[src/fetch_pkg.sv]
/* buffer-side constants, fetch word union and the consume command
   shared by the fetch queue and the instruction aligner */
`default_nettype none

package fetch_pkg;

  // number of word slots held between bus and aligner
  localparam int QUEUE_DEPTH = 3;

  // instruction and address width
  localparam int XLEN = 32;

  // a fetched word split into its two halfwords
  typedef struct packed {
    logic [15:0] hi;
    logic [15:0] lo;
  } halfwords_t;

  // queue stores the full word, aligner picks halves for straddled instructions
  typedef union packed {
    logic [XLEN-1:0] word;
    halfwords_t      half;
  } fetch_word_u;

  // aligner command to the queue, applied on an output transfer
  typedef struct packed {
    // drop the head slot
    logic pop;
    // halfword offset of the new head instruction
    logic half;
  } consume_t;

endpackage

`default_nettype wire

[src/ibus_pkg.sv]
/* instruction bus request and response structs, address helper constants */
`default_nettype none

package ibus_pkg;

  // bus address and data widths
  localparam int IBUS_AW = 32;
  localparam int IBUS_DW = 32;

  // byte offset bits below a bus word
  localparam int WORD_OFFSET_BITS = 2;

  // core to memory, address held stable until grant
  typedef struct packed {
    logic               req;
    logic [IBUS_AW-1:0] addr;
  } ibus_req_t;

  // memory to core
  typedef struct packed {
    // request accepted this cycle
    logic               gnt;
    // read word returned this cycle, one per grant
    logic               rvalid;
    logic [IBUS_DW-1:0] rdata;
  } ibus_rsp_t;

endpackage

`default_nettype wire

[src/fetch_fsm.sv]
/* instruction bus FSM with fetch address register, slot reservation
   and discard of responses aborted by a branch */
`timescale 1ns/1ps
`default_nettype none

module fetch_fsm
  import fetch_pkg::*;
  import ibus_pkg::*;
(
  input  logic            clk,
  input  logic            rst_n,
  input  logic            req_i,
  input  logic            branch_i,
  input  logic [XLEN-1:0] branch_addr_i,
  input  logic            space_i,
  input  ibus_rsp_t       ibus_rsp_i,
  output ibus_req_t       ibus_req_o,
  output logic            reserve_o,
  output logic            fill_o,
  output fetch_word_u     fill_data_o,
  output logic            idle_o
);

  typedef enum logic [1:0] {IDLE, WAIT_GNT, WAIT_RVALID, WAIT_ABORTED} state_e;

  state_e          state_q, state_d;
  logic [XLEN-1:0] fetch_addr_q, fetch_addr_d;
  logic [XLEN-1:0] branch_word;
  logic [XLEN-1:0] req_addr;
  logic            bus_req;
  logic            start;

  // word aligned branch target
  assign branch_word = {branch_addr_i[XLEN-1:WORD_OFFSET_BITS], {WORD_OFFSET_BITS{1'b0}}};

  // a branch always wants a word, otherwise only with a free slot
  assign start = branch_i || (req_i && space_i);

  // branch target goes out combinationally in the branch cycle
  assign req_addr   = branch_i ? branch_word : fetch_addr_q;
  assign ibus_req_o = '{req: bus_req, addr: req_addr};

  assign fill_data_o.word = ibus_rsp_i.rdata;
  // slot is claimed when the bus accepts the request
  assign reserve_o        = bus_req && ibus_rsp_i.gnt;
  assign idle_o           = (state_q == IDLE);

  // next word after each grant, branch target otherwise
  assign fetch_addr_d = reserve_o ?
    {req_addr[XLEN-1:WORD_OFFSET_BITS] + 1'b1, {WORD_OFFSET_BITS{1'b0}}} : req_addr;

  ////////////////////////////////////////////////////////////////////////////
  // state machine
  ////////////////////////////////////////////////////////////////////////////

  always_comb begin
    state_d = state_q;
    bus_req = 1'b0;
    fill_o  = 1'b0;
    unique case (state_q)
      IDLE: begin
        if (start) begin
          bus_req = 1'b1;
          state_d = ibus_rsp_i.gnt ? WAIT_RVALID : WAIT_GNT;
        end
      end
      WAIT_GNT: begin
        // keep asking, a branch only swaps the address
        bus_req = 1'b1;
        if (ibus_rsp_i.gnt) begin
          state_d = WAIT_RVALID;
        end
      end
      WAIT_RVALID: begin
        if (ibus_rsp_i.rvalid) begin
          // word of a flushed stream is not stored
          fill_o = !branch_i;
          // only one outstanding, so the next request goes with the response
          if (start) begin
            bus_req = 1'b1;
            state_d = ibus_rsp_i.gnt ? WAIT_RVALID : WAIT_GNT;
          end else begin
            state_d = IDLE;
          end
        end else if (branch_i) begin
          state_d = WAIT_ABORTED;
        end
      end
      WAIT_ABORTED: begin
        // late response dropped, then fetch from the stored target
        if (ibus_rsp_i.rvalid) begin
          bus_req = 1'b1;
          state_d = ibus_rsp_i.gnt ? WAIT_RVALID : WAIT_GNT;
        end
      end
      default: state_d = IDLE;
    endcase
  end

  always_ff @(posedge clk or negedge rst_n) begin
    if (!rst_n) begin
      state_q      <= IDLE;
      fetch_addr_q <= '0;
    end else begin
      state_q      <= state_d;
      fetch_addr_q <= fetch_addr_d;
    end
  end

  ////////////////////////////////////////////////////////////////////////////
  // checks
  ////////////////////////////////////////////////////////////////////////////

  // an ungranted request stays up with the same address unless redirected
  a_req_stable: assert property (@(posedge clk) disable iff (!rst_n)
    (ibus_req_o.req && !ibus_rsp_i.gnt) |=>
      (ibus_req_o.req && (branch_i || $stable(ibus_req_o.addr))))
    else $error("request dropped or address changed before grant");

  // memory answers only while a response is outstanding
  a_rvalid_expected: assert property (@(posedge clk) disable iff (!rst_n)
    ibus_rsp_i.rvalid |-> (state_q inside {WAIT_RVALID, WAIT_ABORTED}))
    else $error("rvalid without outstanding request");

endmodule

`default_nettype wire

[src/fetch_queue.sv]
/* word queue with slot reservation, in-order fill, output address
   tracking and flush on branch */
`timescale 1ns/1ps
`default_nettype none

module fetch_queue
  import fetch_pkg::*;
  import ibus_pkg::*;
(
  input  logic            clk,
  input  logic            rst_n,
  input  logic            branch_i,
  input  logic [XLEN-1:0] branch_addr_i,
  input  logic            reserve_i,
  input  logic            fill_i,
  input  fetch_word_u     fill_data_i,
  input  consume_t        consume_i,
  input  logic            transfer_i,
  output logic            space_o,
  output fetch_word_u     head_o,
  output fetch_word_u     next_o,
  output logic            head_full_o,
  output logic            next_full_o,
  output logic            head_half_o,
  output logic [XLEN-1:0] out_addr_o
);

  // slot 0 is the head, reserved slots are always packed from slot 0
  logic [QUEUE_DEPTH-1:0] rsv_q, rsv_d;
  logic [QUEUE_DEPTH-1:0] full_q, full_d;
  fetch_word_u            data_q [QUEUE_DEPTH];
  fetch_word_u            data_d [QUEUE_DEPTH];
  logic [XLEN-1:0]        out_addr_q;
  logic                   pop;

  assign pop = transfer_i && consume_i.pop;

  ////////////////////////////////////////////////////////////////////////////
  // slot update: fill, then pop, then flush, then reserve
  ////////////////////////////////////////////////////////////////////////////

  always_comb begin
    logic filled;
    logic placed;
    filled = 1'b0;
    placed = 1'b0;
    rsv_d  = rsv_q;
    full_d = full_q;
    data_d = data_q;
    // response lands in the oldest slot still waiting
    if (fill_i) begin
      for (int i = 0; i < QUEUE_DEPTH; i++) begin
        if (rsv_q[i] && !full_q[i] && !filled) begin
          full_d[i] = 1'b1;
          data_d[i] = fill_data_i;
          filled    = 1'b1;
        end
      end
    end
    // shift everything one slot towards the head
    if (pop) begin
      for (int i = 0; i < QUEUE_DEPTH-1; i++) begin
        rsv_d[i]  = rsv_d[i+1];
        full_d[i] = full_d[i+1];
        data_d[i] = data_d[i+1];
      end
      rsv_d[QUEUE_DEPTH-1]  = 1'b0;
      full_d[QUEUE_DEPTH-1] = 1'b0;
    end
    // branch wins over any fill or transfer in the same cycle
    if (branch_i) begin
      rsv_d  = '0;
      full_d = '0;
    end
    // a grant in the branch cycle already belongs to the new stream
    if (reserve_i) begin
      for (int i = 0; i < QUEUE_DEPTH; i++) begin
        if (!rsv_d[i] && !placed) begin
          rsv_d[i] = 1'b1;
          placed   = 1'b1;
        end
      end
    end
  end

  always_ff @(posedge clk or negedge rst_n) begin
    if (!rst_n) begin
      rsv_q      <= '0;
      full_q     <= '0;
      out_addr_q <= '0;
    end else begin
      rsv_q  <= rsv_d;
      full_q <= full_d;
      if (branch_i) begin
        out_addr_q <= branch_addr_i;
      end else if (transfer_i) begin
        // word part steps on pop, halfword bit comes from the aligner
        // so the address moves by 2 or 4 bytes
        out_addr_q <= {out_addr_q[XLEN-1:WORD_OFFSET_BITS] + pop, consume_i.half, 1'b0};
      end
    end
  end

  // payload only
  always_ff @(posedge clk) begin
    data_q <= data_d;
  end

  // free slot left for one more request
  assign space_o     = !rsv_q[QUEUE_DEPTH-1];
  assign head_o      = data_q[0];
  assign next_o      = data_q[1];
  assign head_full_o = full_q[0];
  assign next_full_o = full_q[1];
  // head offset follows the halfword bit of the output address
  assign head_half_o = out_addr_q[1];
  assign out_addr_o  = out_addr_q;

  ////////////////////////////////////////////////////////////////////////////
  // checks
  ////////////////////////////////////////////////////////////////////////////

  // every response has a slot waiting for it
  a_fill_has_slot: assert property (@(posedge clk) disable iff (!rst_n)
    fill_i |-> |(rsv_q & ~full_q))
    else $error("fill without reserved empty slot");

  // FSM only claims a slot that is free, a flush frees all of them
  a_reserve_space: assert property (@(posedge clk) disable iff (!rst_n)
    (reserve_i && !branch_i) |-> space_o)
    else $error("reservation into full queue");

endmodule

`default_nettype wire

[src/instr_aligner.sv]
/* instruction aligner for mixed 16 and 32 bit instructions */
`timescale 1ns/1ps
`default_nettype none

module instr_aligner
  import fetch_pkg::*;
(
  input  fetch_word_u     head_i,
  input  fetch_word_u     next_i,
  input  logic            head_full_i,
  input  logic            next_full_i,
  input  logic            head_half_i,
  output logic            valid_o,
  output logic [XLEN-1:0] rdata_o,
  output consume_t        consume_o
);

  logic [15:0] first_half;
  logic        compressed;

  // halfword where the current instruction starts
  assign first_half = head_half_i ? head_i.half.hi : head_i.half.lo;
  // low bits not both set mark a 16 bit instruction
  assign compressed = (first_half[1:0] != 2'b11);

  always_comb begin
    if (!head_half_i) begin
      // aligned start takes the whole head word
      rdata_o = head_i.word;
      valid_o = head_full_i;
      if (compressed) begin
        // stay on this word and move to the upper half
        consume_o = '{pop: 1'b0, half: 1'b1};
      end else begin
        consume_o = '{pop: 1'b1, half: 1'b0};
      end
    end else begin
      // upper half of head joined with lower half of the next slot
      rdata_o = {next_i.half.lo, head_i.half.hi};
      if (compressed) begin
        valid_o   = head_full_i;
        consume_o = '{pop: 1'b1, half: 1'b0};
      end else begin
        // straddling instruction needs both words present
        valid_o   = head_full_i && next_full_i;
        consume_o = '{pop: 1'b1, half: 1'b1};
      end
    end
  end

endmodule

`default_nettype wire

[src/prefetch_buffer.sv]
/* prefetch buffer top level: fetch FSM, word queue and aligner */
`timescale 1ns/1ps
`default_nettype none

module prefetch_buffer
  import fetch_pkg::*;
  import ibus_pkg::*;
(
  input  logic            clk,
  input  logic            rst_n,
  input  logic            req_i,
  input  logic            branch_i,
  input  logic [XLEN-1:0] branch_addr_i,
  input  logic            ready_i,
  input  ibus_rsp_t       ibus_rsp_i,
  output logic            valid_o,
  output logic [XLEN-1:0] rdata_o,
  output logic [XLEN-1:0] addr_o,
  output ibus_req_t       ibus_req_o,
  output logic            busy_o
);

  logic        space;
  logic        reserve;
  logic        fill;
  fetch_word_u fill_data;
  logic        fsm_idle;
  fetch_word_u head, next;
  logic        head_full, next_full;
  logic        head_half;
  consume_t    consume;
  logic        transfer;

  // output handshake, discarded by the queue in a branch cycle
  assign transfer = valid_o && ready_i;
  // busy while a request or response is in flight
  assign busy_o   = !fsm_idle || ibus_req_o.req;

  // bus side, fills the queue
  fetch_fsm u_fetch_fsm (
    .clk           (clk),
    .rst_n         (rst_n),
    .req_i         (req_i),
    .branch_i      (branch_i),
    .branch_addr_i (branch_addr_i),
    .space_i       (space),
    .ibus_rsp_i    (ibus_rsp_i),
    .ibus_req_o    (ibus_req_o),
    .reserve_o     (reserve),
    .fill_o        (fill),
    .fill_data_o   (fill_data),
    .idle_o        (fsm_idle)
  );

  fetch_queue u_fetch_queue (
    .clk           (clk),
    .rst_n         (rst_n),
    .branch_i      (branch_i),
    .branch_addr_i (branch_addr_i),
    .reserve_i     (reserve),
    .fill_i        (fill),
    .fill_data_i   (fill_data),
    .consume_i     (consume),
    .transfer_i    (transfer),
    .space_o       (space),
    .head_o        (head),
    .next_o        (next),
    .head_full_o   (head_full),
    .next_full_o   (next_full),
    .head_half_o   (head_half),
    .out_addr_o    (addr_o)
  );

  // core side, drains the queue
  instr_aligner u_instr_aligner (
    .head_i        (head),
    .next_i        (next),
    .head_full_i   (head_full),
    .next_full_i   (next_full),
    .head_half_i   (head_half),
    .valid_o       (valid_o),
    .rdata_o       (rdata_o),
    .consume_o     (consume)
  );

endmodule

`default_nettype wire

[config.mk]
export PLATFORM = sky130hd
export DESIGN_NAME = prefetch_buffer
export DESIGN_NICKNAME = d
export VERILOG_FILES = /design/src/fetch_pkg.sv /design/src/ibus_pkg.sv /design/src/fetch_fsm.sv /design/src/fetch_queue.sv /design/src/instr_aligner.sv /design/src/prefetch_buffer.sv
export SDC_FILE = /design/constraint.sdc
export NUM_CORES = 1
export LEC_CHECK = 0
export BUFFER_PORTS_ARGS = -buffer_cell sky130_fd_sc_hd__buf_2
export CELL_PAD_IN_SITES_DETAIL_PLACEMENT = 0
export CELL_PAD_IN_SITES_GLOBAL_PLACEMENT = 1
export CORE_MARGIN = 2
export CORE_UTILIZATION = 35
export DETAILED_ROUTE_END_ITERATION = 8
export MAX_ROUTING_LAYER = met4
export PLACE_DENSITY_LB_ADDON = 0.3
export SETUP_SLACK_MARGIN = 0.1
export SLEW_MARGIN = 20
export SYNTH_ARGS = -nofsm -noshare
export SYNTH_HDL_FRONTEND = slang
export SYNTH_HIERARCHICAL = 1
export SYNTH_SLANG_ARGS = --single-unit
[constraint.sdc]
create_clock -name clk -period 6.15 [get_ports clk]
set_clock_uncertainty 0.05 [all_clocks]
set_input_delay 0.615 -clock clk [delete_from_list [all_inputs] [get_ports clk]]
set_output_delay 0.615 -clock clk [all_outputs]
set_load 0.01 [all_outputs]
# --- Word level (Yosys, flattened, before mapping) ---
# Index checks and enable logic that the tools add are counted.
# Widths: inputs -> output; s select.
totals:
  reg_bits: 168
  word_cells: 103
  inputBits: 71
  output_inout_bits: 99
classes:
  muxes: 49
  n_addsub: 2
  n_reduce_logical: 35
  eq_ne: 8
op_table:
  columns: ["cell", "count"]
  rows:
  - ["$mux 32", 8]
  - ["$mux 96", 1]
  - ["$mux 64", 1]
  - ["$add 30x1->30", 1]
  - ["$add 30x1->30 const B", 1]
  - ["$mux 1", 21]
  - ["$mux 2", 10]
  - ["$mux 3", 6]
  - ["$logic_and 1x1->1", 12]
  - ["$logic_not 1->1", 12]
  - ["$pmux 2 s4", 1]
  - ["$ne 2x2->1 const B", 3]
  - ["$reduce_bool 2->1", 3]
  - ["$reduce_bool 3->1", 2]
  - ["$eq 2x2->1 const B", 2]
  - ["$pmux 1 s4", 1]
  - ["$reduce_and 2->1", 2]
  - ["$reduce_and 4->1", 1]
  - ["$ne 3x3->1 const B", 1]
  - ["$eq 2x1->1 const B", 1]
  - ["$logic_not 2->1", 1]
  - ["$logic_or 1x1->1", 2]
  - ["$ne 2x1->1 const B", 1]

# --- Depth between registers and ports, before layout ---
# Gate-level depths: netlist of the first run.
depth:
  word_depth: 18
  ltp_mapped: 14
  mapped_depth_nobuf: 11

# --- Modules after synthesis ---
# Netlist of the first run, hierarchy kept.
modules_own_cells:
  columns: ["mod", "instances", "area_each_um2", "seq_area_each_um2", "cells_each"]
  rows:
  - ["fetch_queue", 1, 6094.6, 3193.1, 631]
  - ["fetch_fsm", 1, 2608.8, 850.8, 255]
  - ["instr_aligner", 1, 564.3, 0.0, 47]
  - ["prefetch_buffer", 1, 12.5, 0.0, 2]

# --- Worst setup path after synthesis of the first run ---
# OpenSTA, ideal clock, no wires.
synth_timing:
  path_type: "input to register"
  start: "input port branch_i"
  end: "register u_fetch_queue.data_q, in the netlist u_fetch_queue/head_o[0] (enable)"
  path_buffers: 2
  arrival_ps: 3590
  setup_slack_ps: 2044
  stages: 6
  setup_ps: 466
  required_ps: 5634
  cell_sequence: "buf_6 -> buf_2 -> inv_1 -> and3_1 -> nand2_1 -> o21ai_0"
synth_between:
  elab_chain_len: 5
synth_lines:
  columns: ["element", "line", "text"]
  rows:
  - ["from (decl)", "prefetch_buffer.sv:12", "input logic branch_i,"]
  - ["$logic_not 1->1", "fetch_fsm.sv:77", "fill_o = !branch_i;"]
  - ["$mux 1", "fetch_fsm.sv:75", "if (ibus_rsp_i.rvalid) begin"]
  - ["$mux 1", "fetch_fsm.sv:60", "unique case (state_q)"]
  - ["net fill", "prefetch_buffer.sv:25", "logic fill;"]
  - ["$reduce_bool 2->1 (no line)", null, null]
  - ["$reduce_and 2->1 (no line)", null, null]
  - ["to (signal assigned)", "fetch_queue.sv:106", "data_q <= data_d;"]
  - ["to (decl)", "fetch_queue.sv:31", "fetch_word_u data_q [QUEUE_DEPTH];"]
# The timed path passes the listed nets, and every way through them passes these cells.
# A chain may end at the register's enable or synchronous reset.

==> flow_metrics.tcl, run 1 <==
set metrics [dict create \
    outcome "complete, no violations" \
    coreArea_um2 25900 \
    clkPwrFrac 0.331 \
    clock_path_buffers 2 \
    grt_pass1_wl_um 37000 \
    p_int_w 0.00229 \
    hold_violations 0 \
    start_kind "flop" \
    fin_tns_setup_ps 0 \
    placed_area_um2 9640 \
    wl_per_cell_um 17.9 \
    p_leak_nw 4.39 \
    dpl.hpwl_um 16300 \
    syn2layout_area_growth_pct 12.2 \
    grt_pass1_vias 6567 \
    worstHoldPathType "input pin to async pin" \
    path_class "flop to flop" \
    multi_input_area_um2 4060 \
    relSlewSlack 0.350 \
    route.detailed.drc 0 \
    synthCells 919 \
    power.net_switching_w 0.00112 \
    ir_drop_mv 0.147 \
    post-route-period-util 0.619 \
    cts_hold_buf 0 \
    avgSynthCellArea_um2 9.97 \
    gr-usage-all-layers 0.176 \
    vias 6913 \
    vias_per_cell 5.17 \
    cts_made_buffers 17 \
    syn_area_um2 9160 \
    seq_area_um2 4050 \
    layout_min_cycle_time_ps 3810 \
    start_util 0.354 \
    p_comb_frac 0.235 \
    grt_start_max_net_pins 73 \
    ctsHtreeMaxLevel 4 \
    finalSetupViolCount 0 \
    fp.dieW_um 166 \
    grt_antenna_before_repair 2 \
    final_layout_size_suffix_gt1_frac 0.288 \
    p_per_area_nw_per_um2 332 \
    clk_latency_ps 430 \
    tightest_slew_ps 976 \
    fin_nets 1065 \
    clk_pin_slew_ps 70 \
    worstPathRequired_ps 6440 \
    die_h_um 166 \
    routabilityCongestion 0.778 \
    fmax_mhz 263 \
    cts-root-buf "clkbuf_16" \
    final_common_cell "buf_2" \
    cts.sinks 168 \
    worstPathMaxFanout 24 \
    yosys_warnings 6 \
    fin_area_um2 10300 \
    cts_setup_buffers 0 \
    reg2regPathDepth 11 \
    overflow 0 \
    row_count 59 \
    rsz0062_at_grt "false" \
    cts_resized 0 \
    seqPwrFrac 0.434 \
    io-pin-count 170 \
    cts_tree "built" \
    drt_pass1_iterations 5 \
    pre_cts_slack_ps 2340 \
    switching_share 0.329 \
    arrival_ps 4100 \
    cap_viol_max_count 0 \
    fin_worst_hold_slack_ps 353 \
    nFillCells 2596 \
    ant_nets 0 \
    final_cell_mix "buf_2, nand2_1, dfrtp_1, dfxtp_1, inv_1" \
    dieArea_um2 27500 \
    fin_ws_ps 2340 \
    finalWirelength_um 23900 \
    portBuffers 169 \
    syn_nets 998 \
    first_iter_violations 440 \
    cp-end-kind "flop" \
    slew_violations 0 \
]
power by group through the flow:
stage / logic, W / clock network (W) / registers, W
2_1_floorplan: 0.000662 / 0 / 0.00147
3_3_place_gp: 0.000797 / 0 / 0.00150
3_5_place_dp: 0.000802 / 0 / 0.00150
4_1_cts: 0.000807 / 0.00115 / 0.00148
5_1_grt: 0.000887 / 0.00120 / 0.00151
6_report: 0.000801 / 0.00113 / 0.00148
layout make-up:
| class | instances | area share |
|---|---|---|
| well taps | 335 | 0.0408 |
| clock inverters | 15 | 0.0194 |
| clock buffers | 17 | 0.0414 |
| inverters | 60 | 0.0219 |
| flip-flops and latches | 168 | 0.394 |
| diodes | 2 | 0.000487 |
| multi-input cells | 563 | 0.395 |
| repair buffers | 176 | 0.0877 |
critical path, stage by stage, from the launching register on:
cell and delay [ps]:
dfrtp_2 630, buf_4 450, inv_1 90, ha_1 210
inv_1 60, nand2_1 230, clkinv_1 280, ha_1 270
nand2_1 90, or4_4 640, or4_1 540, a31oi_1 170
flip-flops by register name (all words and copies together), names as in the netlist:
name,flops
u_fetch_fsm/fetch_addr_q,32
u_fetch_fsm/state_q,2
u_fetch_queue/data_q,32
u_fetch_queue/full_q,3
u_fetch_queue/head_o,32
u_fetch_queue/next_o,32
u_fetch_queue/out_addr_o,32
u_fetch_queue/rsv_q,3
path summary, 6_finish.rpt:
check / from / end / slack (ps)
max: u_fetch_queue/out_addr_o[1]$_DFFE_PN0P_ / u_fetch_queue/out_addr_o[21]$_DFFE_PN0P_ / 2340
min in group clk: branch_addr_i[1] / u_fetch_queue/out_addr_o[1]$_DFFE_PN0P_ / 360
max in group asynchronous: rst_n / u_fetch_queue/out_addr_o[1]$_DFFE_PN0P_ / 4990
min: rst_n / u_fetch_queue/out_addr_o[25]$_DFFE_PN0P_ / 350
min reg2reg: u_fetch_queue/data_q[12]$_DFF_P_ / u_fetch_queue/data_q[12]$_DFF_P_ / 410
max reg2reg: u_fetch_queue/out_addr_o[1]$_DFFE_PN0P_ / u_fetch_queue/out_addr_o[21]$_DFFE_PN0P_ / 2340
layer usage:
metal / routed length, µm / vias to the layer above / part of all wire / track usage
met5: 0 / - / 0 / -
met4: 361 / 0 / 0.015 / 0.0491
met3: 1010 / 25 / 0.042 / 0.0386
met2: 11700 / 150 / 0.49 / 0.283
met1: 10900 / 3375 / 0.46 / 0.222
li1: - / 3363 / - / -
stage by stage:
| stage | instances | utilization | total power [W] |
|---|---|---|---|
| after floorplan | 919 | - | 0.00213 |
| after global placement | 1302 | 0.372 | 0.00230 |
| after detailed placement | 1302 | 0.372 | 0.00231 |
| after CTS | 1334 | 0.396 | 0.00344 |
| after global routing | 1336 | 0.397 | 0.00359 |
| final | 1336 | 0.397 | 0.00341 |
No activity file was read; power rests on OpenSTA's default activity.
==> run 2, diff against run 1 <==
==> constraint.sdc (replaced) <==
create_clock -name clk -period 3.1 [get_ports clk]
set_clock_uncertainty 0.05 [all_clocks]
set_input_delay 0.31 -clock clk [delete_from_list [all_inputs] [get_ports clk]]
set_output_delay 0.31 -clock clk [all_outputs]
set_load 0.01 [all_outputs]
==> flow_metrics.tcl, run 2 (synthesis gave the netlist of run 1 again) <==
set metrics [dict create \
    cap_viol_max_count 0 \
    utilization 0.402 \
    layout_min_cycle_time_ps 2800 \
    cts-root-buf "clkbuf_16" \
    row_count 59 \
    final_common_cell "buf_2" \
    drt_pass1_iterations 5 \
    fin_area_um2 10400 \
    relSlewSlack 0.420 \
    dpl.hpwl_um 16800 \
    syn2layout_area_growth_pct 13.8 \
    p_per_area_nw_per_um2 648 \
    post-route-period-util 0.902 \
    wl_per_cell_um 17.6 \
    fin_tns_setup_ps 0 \
    outcome "complete, no violations" \
    p_leak_nw 4.47 \
    hold_violations 0 \
    slew_violations 0 \
    final_layout_size_suffix_gt1_frac 0.299 \
    dieArea_um2 27500 \
    fp.dieW_um 166 \
    io-pin-count 170 \
    start_kind "flop" \
    cts_made_buffers 17 \
    ir_drop_mv 0.451 \
    cts_setup_buffers 0 \
    fin_worst_hold_slack_ps 69.3 \
    cts_tree "built" \
    coreArea_um2 25900 \
    die_h_um 166 \
    grt_start_max_net_pins 73 \
    gr-usage-all-layers 0.178 \
    clk_pin_slew_ps 70 \
    grt_antenna_before_repair 3 \
    final_cell_mix "buf_2, nand2_1, dfrtp_1, dfxtp_1, inv_1" \
    worstPathRequired_ps 3400 \
    crit_slowest_cell "or4_4" \
    first_iter_violations 440 \
    overflow 0 \
    rsz0062_at_grt "false" \
    finalSetupViolCount 0 \
    vias 6878 \
    routabilityCongestion 0.780 \
    cp-end-kind "flop" \
    grt_pass1_wl_um 37800 \
    cts.sinks 168 \
    crit_chain "nand2_1 -> o22a_1 -> ha_1 -> inv_1 -> nand2_2 -> clkinv_2 -> ha_1 -> nand2_1 -> or4_4 -> or4_1 -> a31oi_1" \
    clock_path_buffers 2 \
    placed_area_um2 9740 \
    portBuffers 169 \
    fin_nets 1077 \
    clk_latency_ps 430 \
    tightest_slew_ps 869 \
    max_stage_delay_ps 610 \
    path_class "flop to flop" \
    ctsHtreeMaxLevel 4 \
    finalWirelength_um 23800 \
    worstHoldPathType "input pin to flop" \
    ant_nets 0 \
    fmax_mhz 358 \
    route.detailed.drc 0 \
    start_util 0.354 \
    worstPathMaxFanout 21 \
    grt_pass1_vias 6696 \
    stdcell_count 1349 \
    placedCellCount 1312 \
    vias_per_cell 5.10 \
    arrival_ps 3090 \
]
==> run 2: changes by cell type in the layout (fill, tap and decap cells not counted), moves of 2 or more <==
cell | previous run | this run
buf_4 | 8 | 18
inv_8 | 5 | 0
clkinv_8 | 4 | 8
inv_12 | 1 | 3
inv_6 | 1 | 3
==> run 2: metrics by stage <==
stage	worst slack (ps)	total power, W
floorplan	106	0.00423
CTS	240	0.00683
global placement	353	0.00457
finish	305	0.00675
detailed placement	254	0.00459
global route	109	0.00716
==> run 2: area by class of cell <==
type	instances	area, µm²
clock buffers	17	425
diodes	3	7.51
clock inverters	15	214
well taps	335	419
flip-flops and latches	168	4050
multi-input cells	563	4060
fillers	2583	15500
repair buffers	188	1030
inverters	60	226
==> run 2: critical path, delay by kind of cell (launching register included) <==
family                   cells  cell delay [ps]
AND/OR/NAND/NOR              5             1400
flip-flops                   1              410
AO/OA/AOI/OAI                2              380
adder cells (fa/ha/maj)      2              370
buffers and inverters        2              130
==> run 2: final timing paths <==
check | slack, ps | from | cells after the start | endpoint
worst min register to register | 410 | u_fetch_queue/data_q[0]$_DFF_P_ | 2 | u_fetch_queue/data_q[0]$_DFF_P_
worst min-delay path | 70 | branch_addr_i[0] | 2 | u_fetch_queue/out_addr_o[0]$_DFFE_PN0P_
max in group asynchronous | 2140 | rst_n | 3 | u_fetch_queue/out_addr_o[1]$_DFFE_PN0P_
min in group asynchronous | 250 | rst_n | 2 | u_fetch_queue/out_addr_o[0]$_DFFE_PN0P_
worst max register to register | 300 | u_fetch_queue/out_addr_o[1]$_DFFE_PN0P_ | 11 | u_fetch_queue/out_addr_o[31]$_DFFE_PN0P_
worst max-delay path | 300 | u_fetch_queue/out_addr_o[1]$_DFFE_PN0P_ | 11 | u_fetch_queue/out_addr_o[31]$_DFFE_PN0P_
==> run 2: power by group <==
group,total (W),leakage [nW],switching [W],internal (W)
clock network,0.00221,0.304,0.00109,0.00112
registers,0.00294,1.69,0.000290,0.00265
logic,0.00160,2.47,0.000882,0.000719
total,0.00675,4.47,0.00226,0.00449
==> run 2: timing repair <==
action | in CTS | in global routing
endpoints found under the hold margin | 0 | 16
endpoints found under the setup margin | 0 | 4
gates resized for setup | 0 | 1
hold buffers | 0 | 1
==> run 2: per-layer routing <==
metal | part of all wire | track usage | wire length [µm]
met1 | 0.45 | 0.230 | 10800
met2 | 0.49 | 0.285 | 11600
met3 | 0.048 | 0.0415 | 1140
met4 | 0.0093 | 0.0416 | 222
met5 | 0 | - | 0
==> run 3, diff against run 2 <==
==> constraint.sdc (replaced) <==
create_clock -name clk -period 2.7 [get_ports clk]
set_clock_uncertainty 0.05 [all_clocks]
set_input_delay 0.27 -clock clk [delete_from_list [all_inputs] [get_ports clk]]
set_output_delay 0.27 -clock clk [all_outputs]
set_load 0.01 [all_outputs]
==> flow_metrics.tcl, run 3 (synthesis gave the netlist of run 1 again) <==
set metrics [dict create \
    cts-root-buf "clkbuf_16" \
    nFillCells 2611 \
    max_stage_delay_ps 480 \
    cts_tree "built" \
    vias 7026 \
    overflow 0 \
    cap_viol_max_count 0 \
    ir_drop_mv 0.308 \
    die_h_um 166 \
    p_per_area_nw_per_um2 732 \
    grt_pass1_wl_um 37700 \
    cp_num_buf_inv 1 \
    wl_per_cell_um 17.8 \
    first_iter_violations 452 \
    cts_made_buffers 17 \
    post-route-period-util 0.945 \
    io-pin-count 170 \
    start_kind "flop" \
    hold_violations 0 \
    dieArea_um2 27500 \
    row_count 59 \
    finalWirelength_um 24300 \
    tightest_slew_ps 879 \
    path_class "flop to flop" \
    fin_nets 1090 \
    vias_per_cell 5.17 \
    clock_path_buffers 2 \
    route.detailed.drc 0 \
    clk_latency_ps 430 \
    worstHoldPathType "input pin to flop" \
    multi_input_area_um2 4160 \
    syn2layout_area_growth_pct 16.2 \
    worstPathMaxFanout 10 \
    routabilityCongestion 0.791 \
    placed_area_um2 9930 \
    slew_violations 0 \
    seq_area_um2 4050 \
    start_util 0.354 \
    reg2regPathDepth 10 \
    p_leak_nw 4.56 \
    grt_antenna_before_repair 1 \
    p_int_w 0.00519 \
    layout_min_cycle_time_ps 2550 \
    worstPathRequired_ps 3010 \
    portBuffers 169 \
    cp-end-kind "flop" \
    arrival_ps 2860 \
    grt_start_max_net_pins 65 \
    coreArea_um2 25900 \
    crit_chain "nand2_2 -> o22a_1 -> ha_2 -> inv_4 -> and3_4 -> ha_4 -> nand4_1 -> or3_4 -> or4_1 -> a31oi_1" \
    final_common_cell "buf_2" \
    crit_slowest_cell "or4_1" \
    critPathCapture "u_fetch_queue/out_addr_o[22]$_DFFE_PN0P_" \
    fin_area_um2 10600 \
    crit_start "u_fetch_queue/out_addr_o[1]$_DFFE_PN0P_" \
    clk_pin_slew_ps 80 \
    fmax_mhz 392 \
    rsz0062_at_grt "true" \
    dpl.hpwl_um 17400 \
    ctsHtreeMaxLevel 4 \
    ant_nets 0 \
    switching_share 0.334 \
    r2r-end "u_fetch_queue/out_addr_o[22]$_DFFE_PN0P_" \
    final_layout_size_suffix_gt1_frac 0.317 \
    grt_pass1_vias 6661 \
    finalSetupViolCount 0 \
    gr-usage-all-layers 0.179 \
    drt_pass1_iterations 5 \
    relSlewSlack 0.414 \
    fp.dieW_um 166 \
    fin_worst_hold_slack_ps 33.0 \
    p_comb_frac 0.246 \
    clkPwrFrac 0.322 \
    final_cell_mix "buf_2, nand2_1, dfrtp_1, dfxtp_1, inv_1" \
    outcome "complete, no violations" \
    seqPwrFrac 0.433 \
    rrSetupSlack_ps 150 \
    cts.sinks 168 \
    cp.depth 10 \
    reg2reg_from "u_fetch_queue/out_addr_o[1]$_DFFE_PN0P_" \
    path_delay_family "simple AND/OR/NAND/NOR gates" \
    power.net_switching_w 0.00260 \
]
run 3: cell count changes in the layout (fill, tap and decap cells not counted), sizes merged:
cell and delta:
buf +10, clkinv -1, diode -2, dlygate4sd3 +1
inv +1, or4 +2
run 3: worst register-to-register path: stages (launching register included):
cell     delay, ps
dfrtp_2        400
nand2_2         80
o22a_1         200
ha_2           180
inv_4           80
and3_4         210
ha_4           120
nand4_1         90
or3_4          440
or4_1          480
a31oi_1        160
run 3: routing by layer:
metal  global-route usage  vias up  routed length [µm]
met1                0.234     3407               11100
met2                0.279      179               11600
met3               0.0381       32                1110
li1                     -     3408                   -
met4               0.0548        0                 456
met5                    -        -                   0
run 3: worst min-delay path by stage:
stage / slack [ps] / cells after the start / endpoint / from
after floorplan: -80 / 0 / u_fetch_fsm/fetch_addr_q[0]$_DFF_PN0_ / rst_n
after global placement: 360 / 1 / u_fetch_queue/out_addr_o[27]$_DFFE_PN0P_ / rst_n
after detailed placement: 350 / 1 / u_fetch_queue/out_addr_o[27]$_DFFE_PN0P_ / rst_n
after CTS: 20 / 3 / u_fetch_queue/out_addr_o[1]$_DFFE_PN0P_ / branch_addr_i[1]
after global routing: 20 / 3 / u_fetch_queue/next_o[15]$_DFF_P_ / ibus_rsp_i[15]
final: 30 / 3 / u_fetch_queue/out_addr_o[1]$_DFFE_PN0P_ / branch_addr_i[1]
run 3: final cells by class:
type / count / area share
multi-input combinational: 565 / 0.391
sequential: 168 / 0.380
timing repair buffer: 199 / 0.109
clock buffer: 17 / 0.0400
tap: 335 / 0.0394
inverter: 60 / 0.0226
clock inverter: 15 / 0.0187
antenna: 1 / 0.000235
run 3: repair_timing:
item,CTS,global route
cloned,0,2
endpoints found under the hold margin,29,0
pin swaps,0,5
setup endpoints to repair,3,27
hold buffers,2,0
resized for setup,1,10
buffers inserted,0,1
run 3: per-stage QoR:
step | TNS (ps) | instances | total power [W] | setup slack (ps) | utilization
4_1_cts | 0 | 1356 | 0.00787 | 63.5 | 0.408
6_report | 0 | 1360 | 0.00780 | 147 | 0.411
3_5_place_dp | 0 | 1322 | 0.00534 | 41.9 | 0.383
3_3_place_gp | 0 | 1322 | 0.00532 | 85.9 | 0.383
2_1_floorplan | -429 | 919 | 0.00487 | -160 | -
5_1_grt | -25.6 | 1360 | 0.00825 | -25.6 | 0.411
run 3: power groups by stage:
stage	registers (W)	clock network (W)	logic [W]
after global routing	0.00343	0.00269	0.00213
after floorplan	0.00335	0	0.00152
after global placement	0.00342	0	0.00190
after detailed placement	0.00343	0	0.00192
final	0.00337	0.00251	0.00192
after CTS	0.00337	0.00257	0.00193
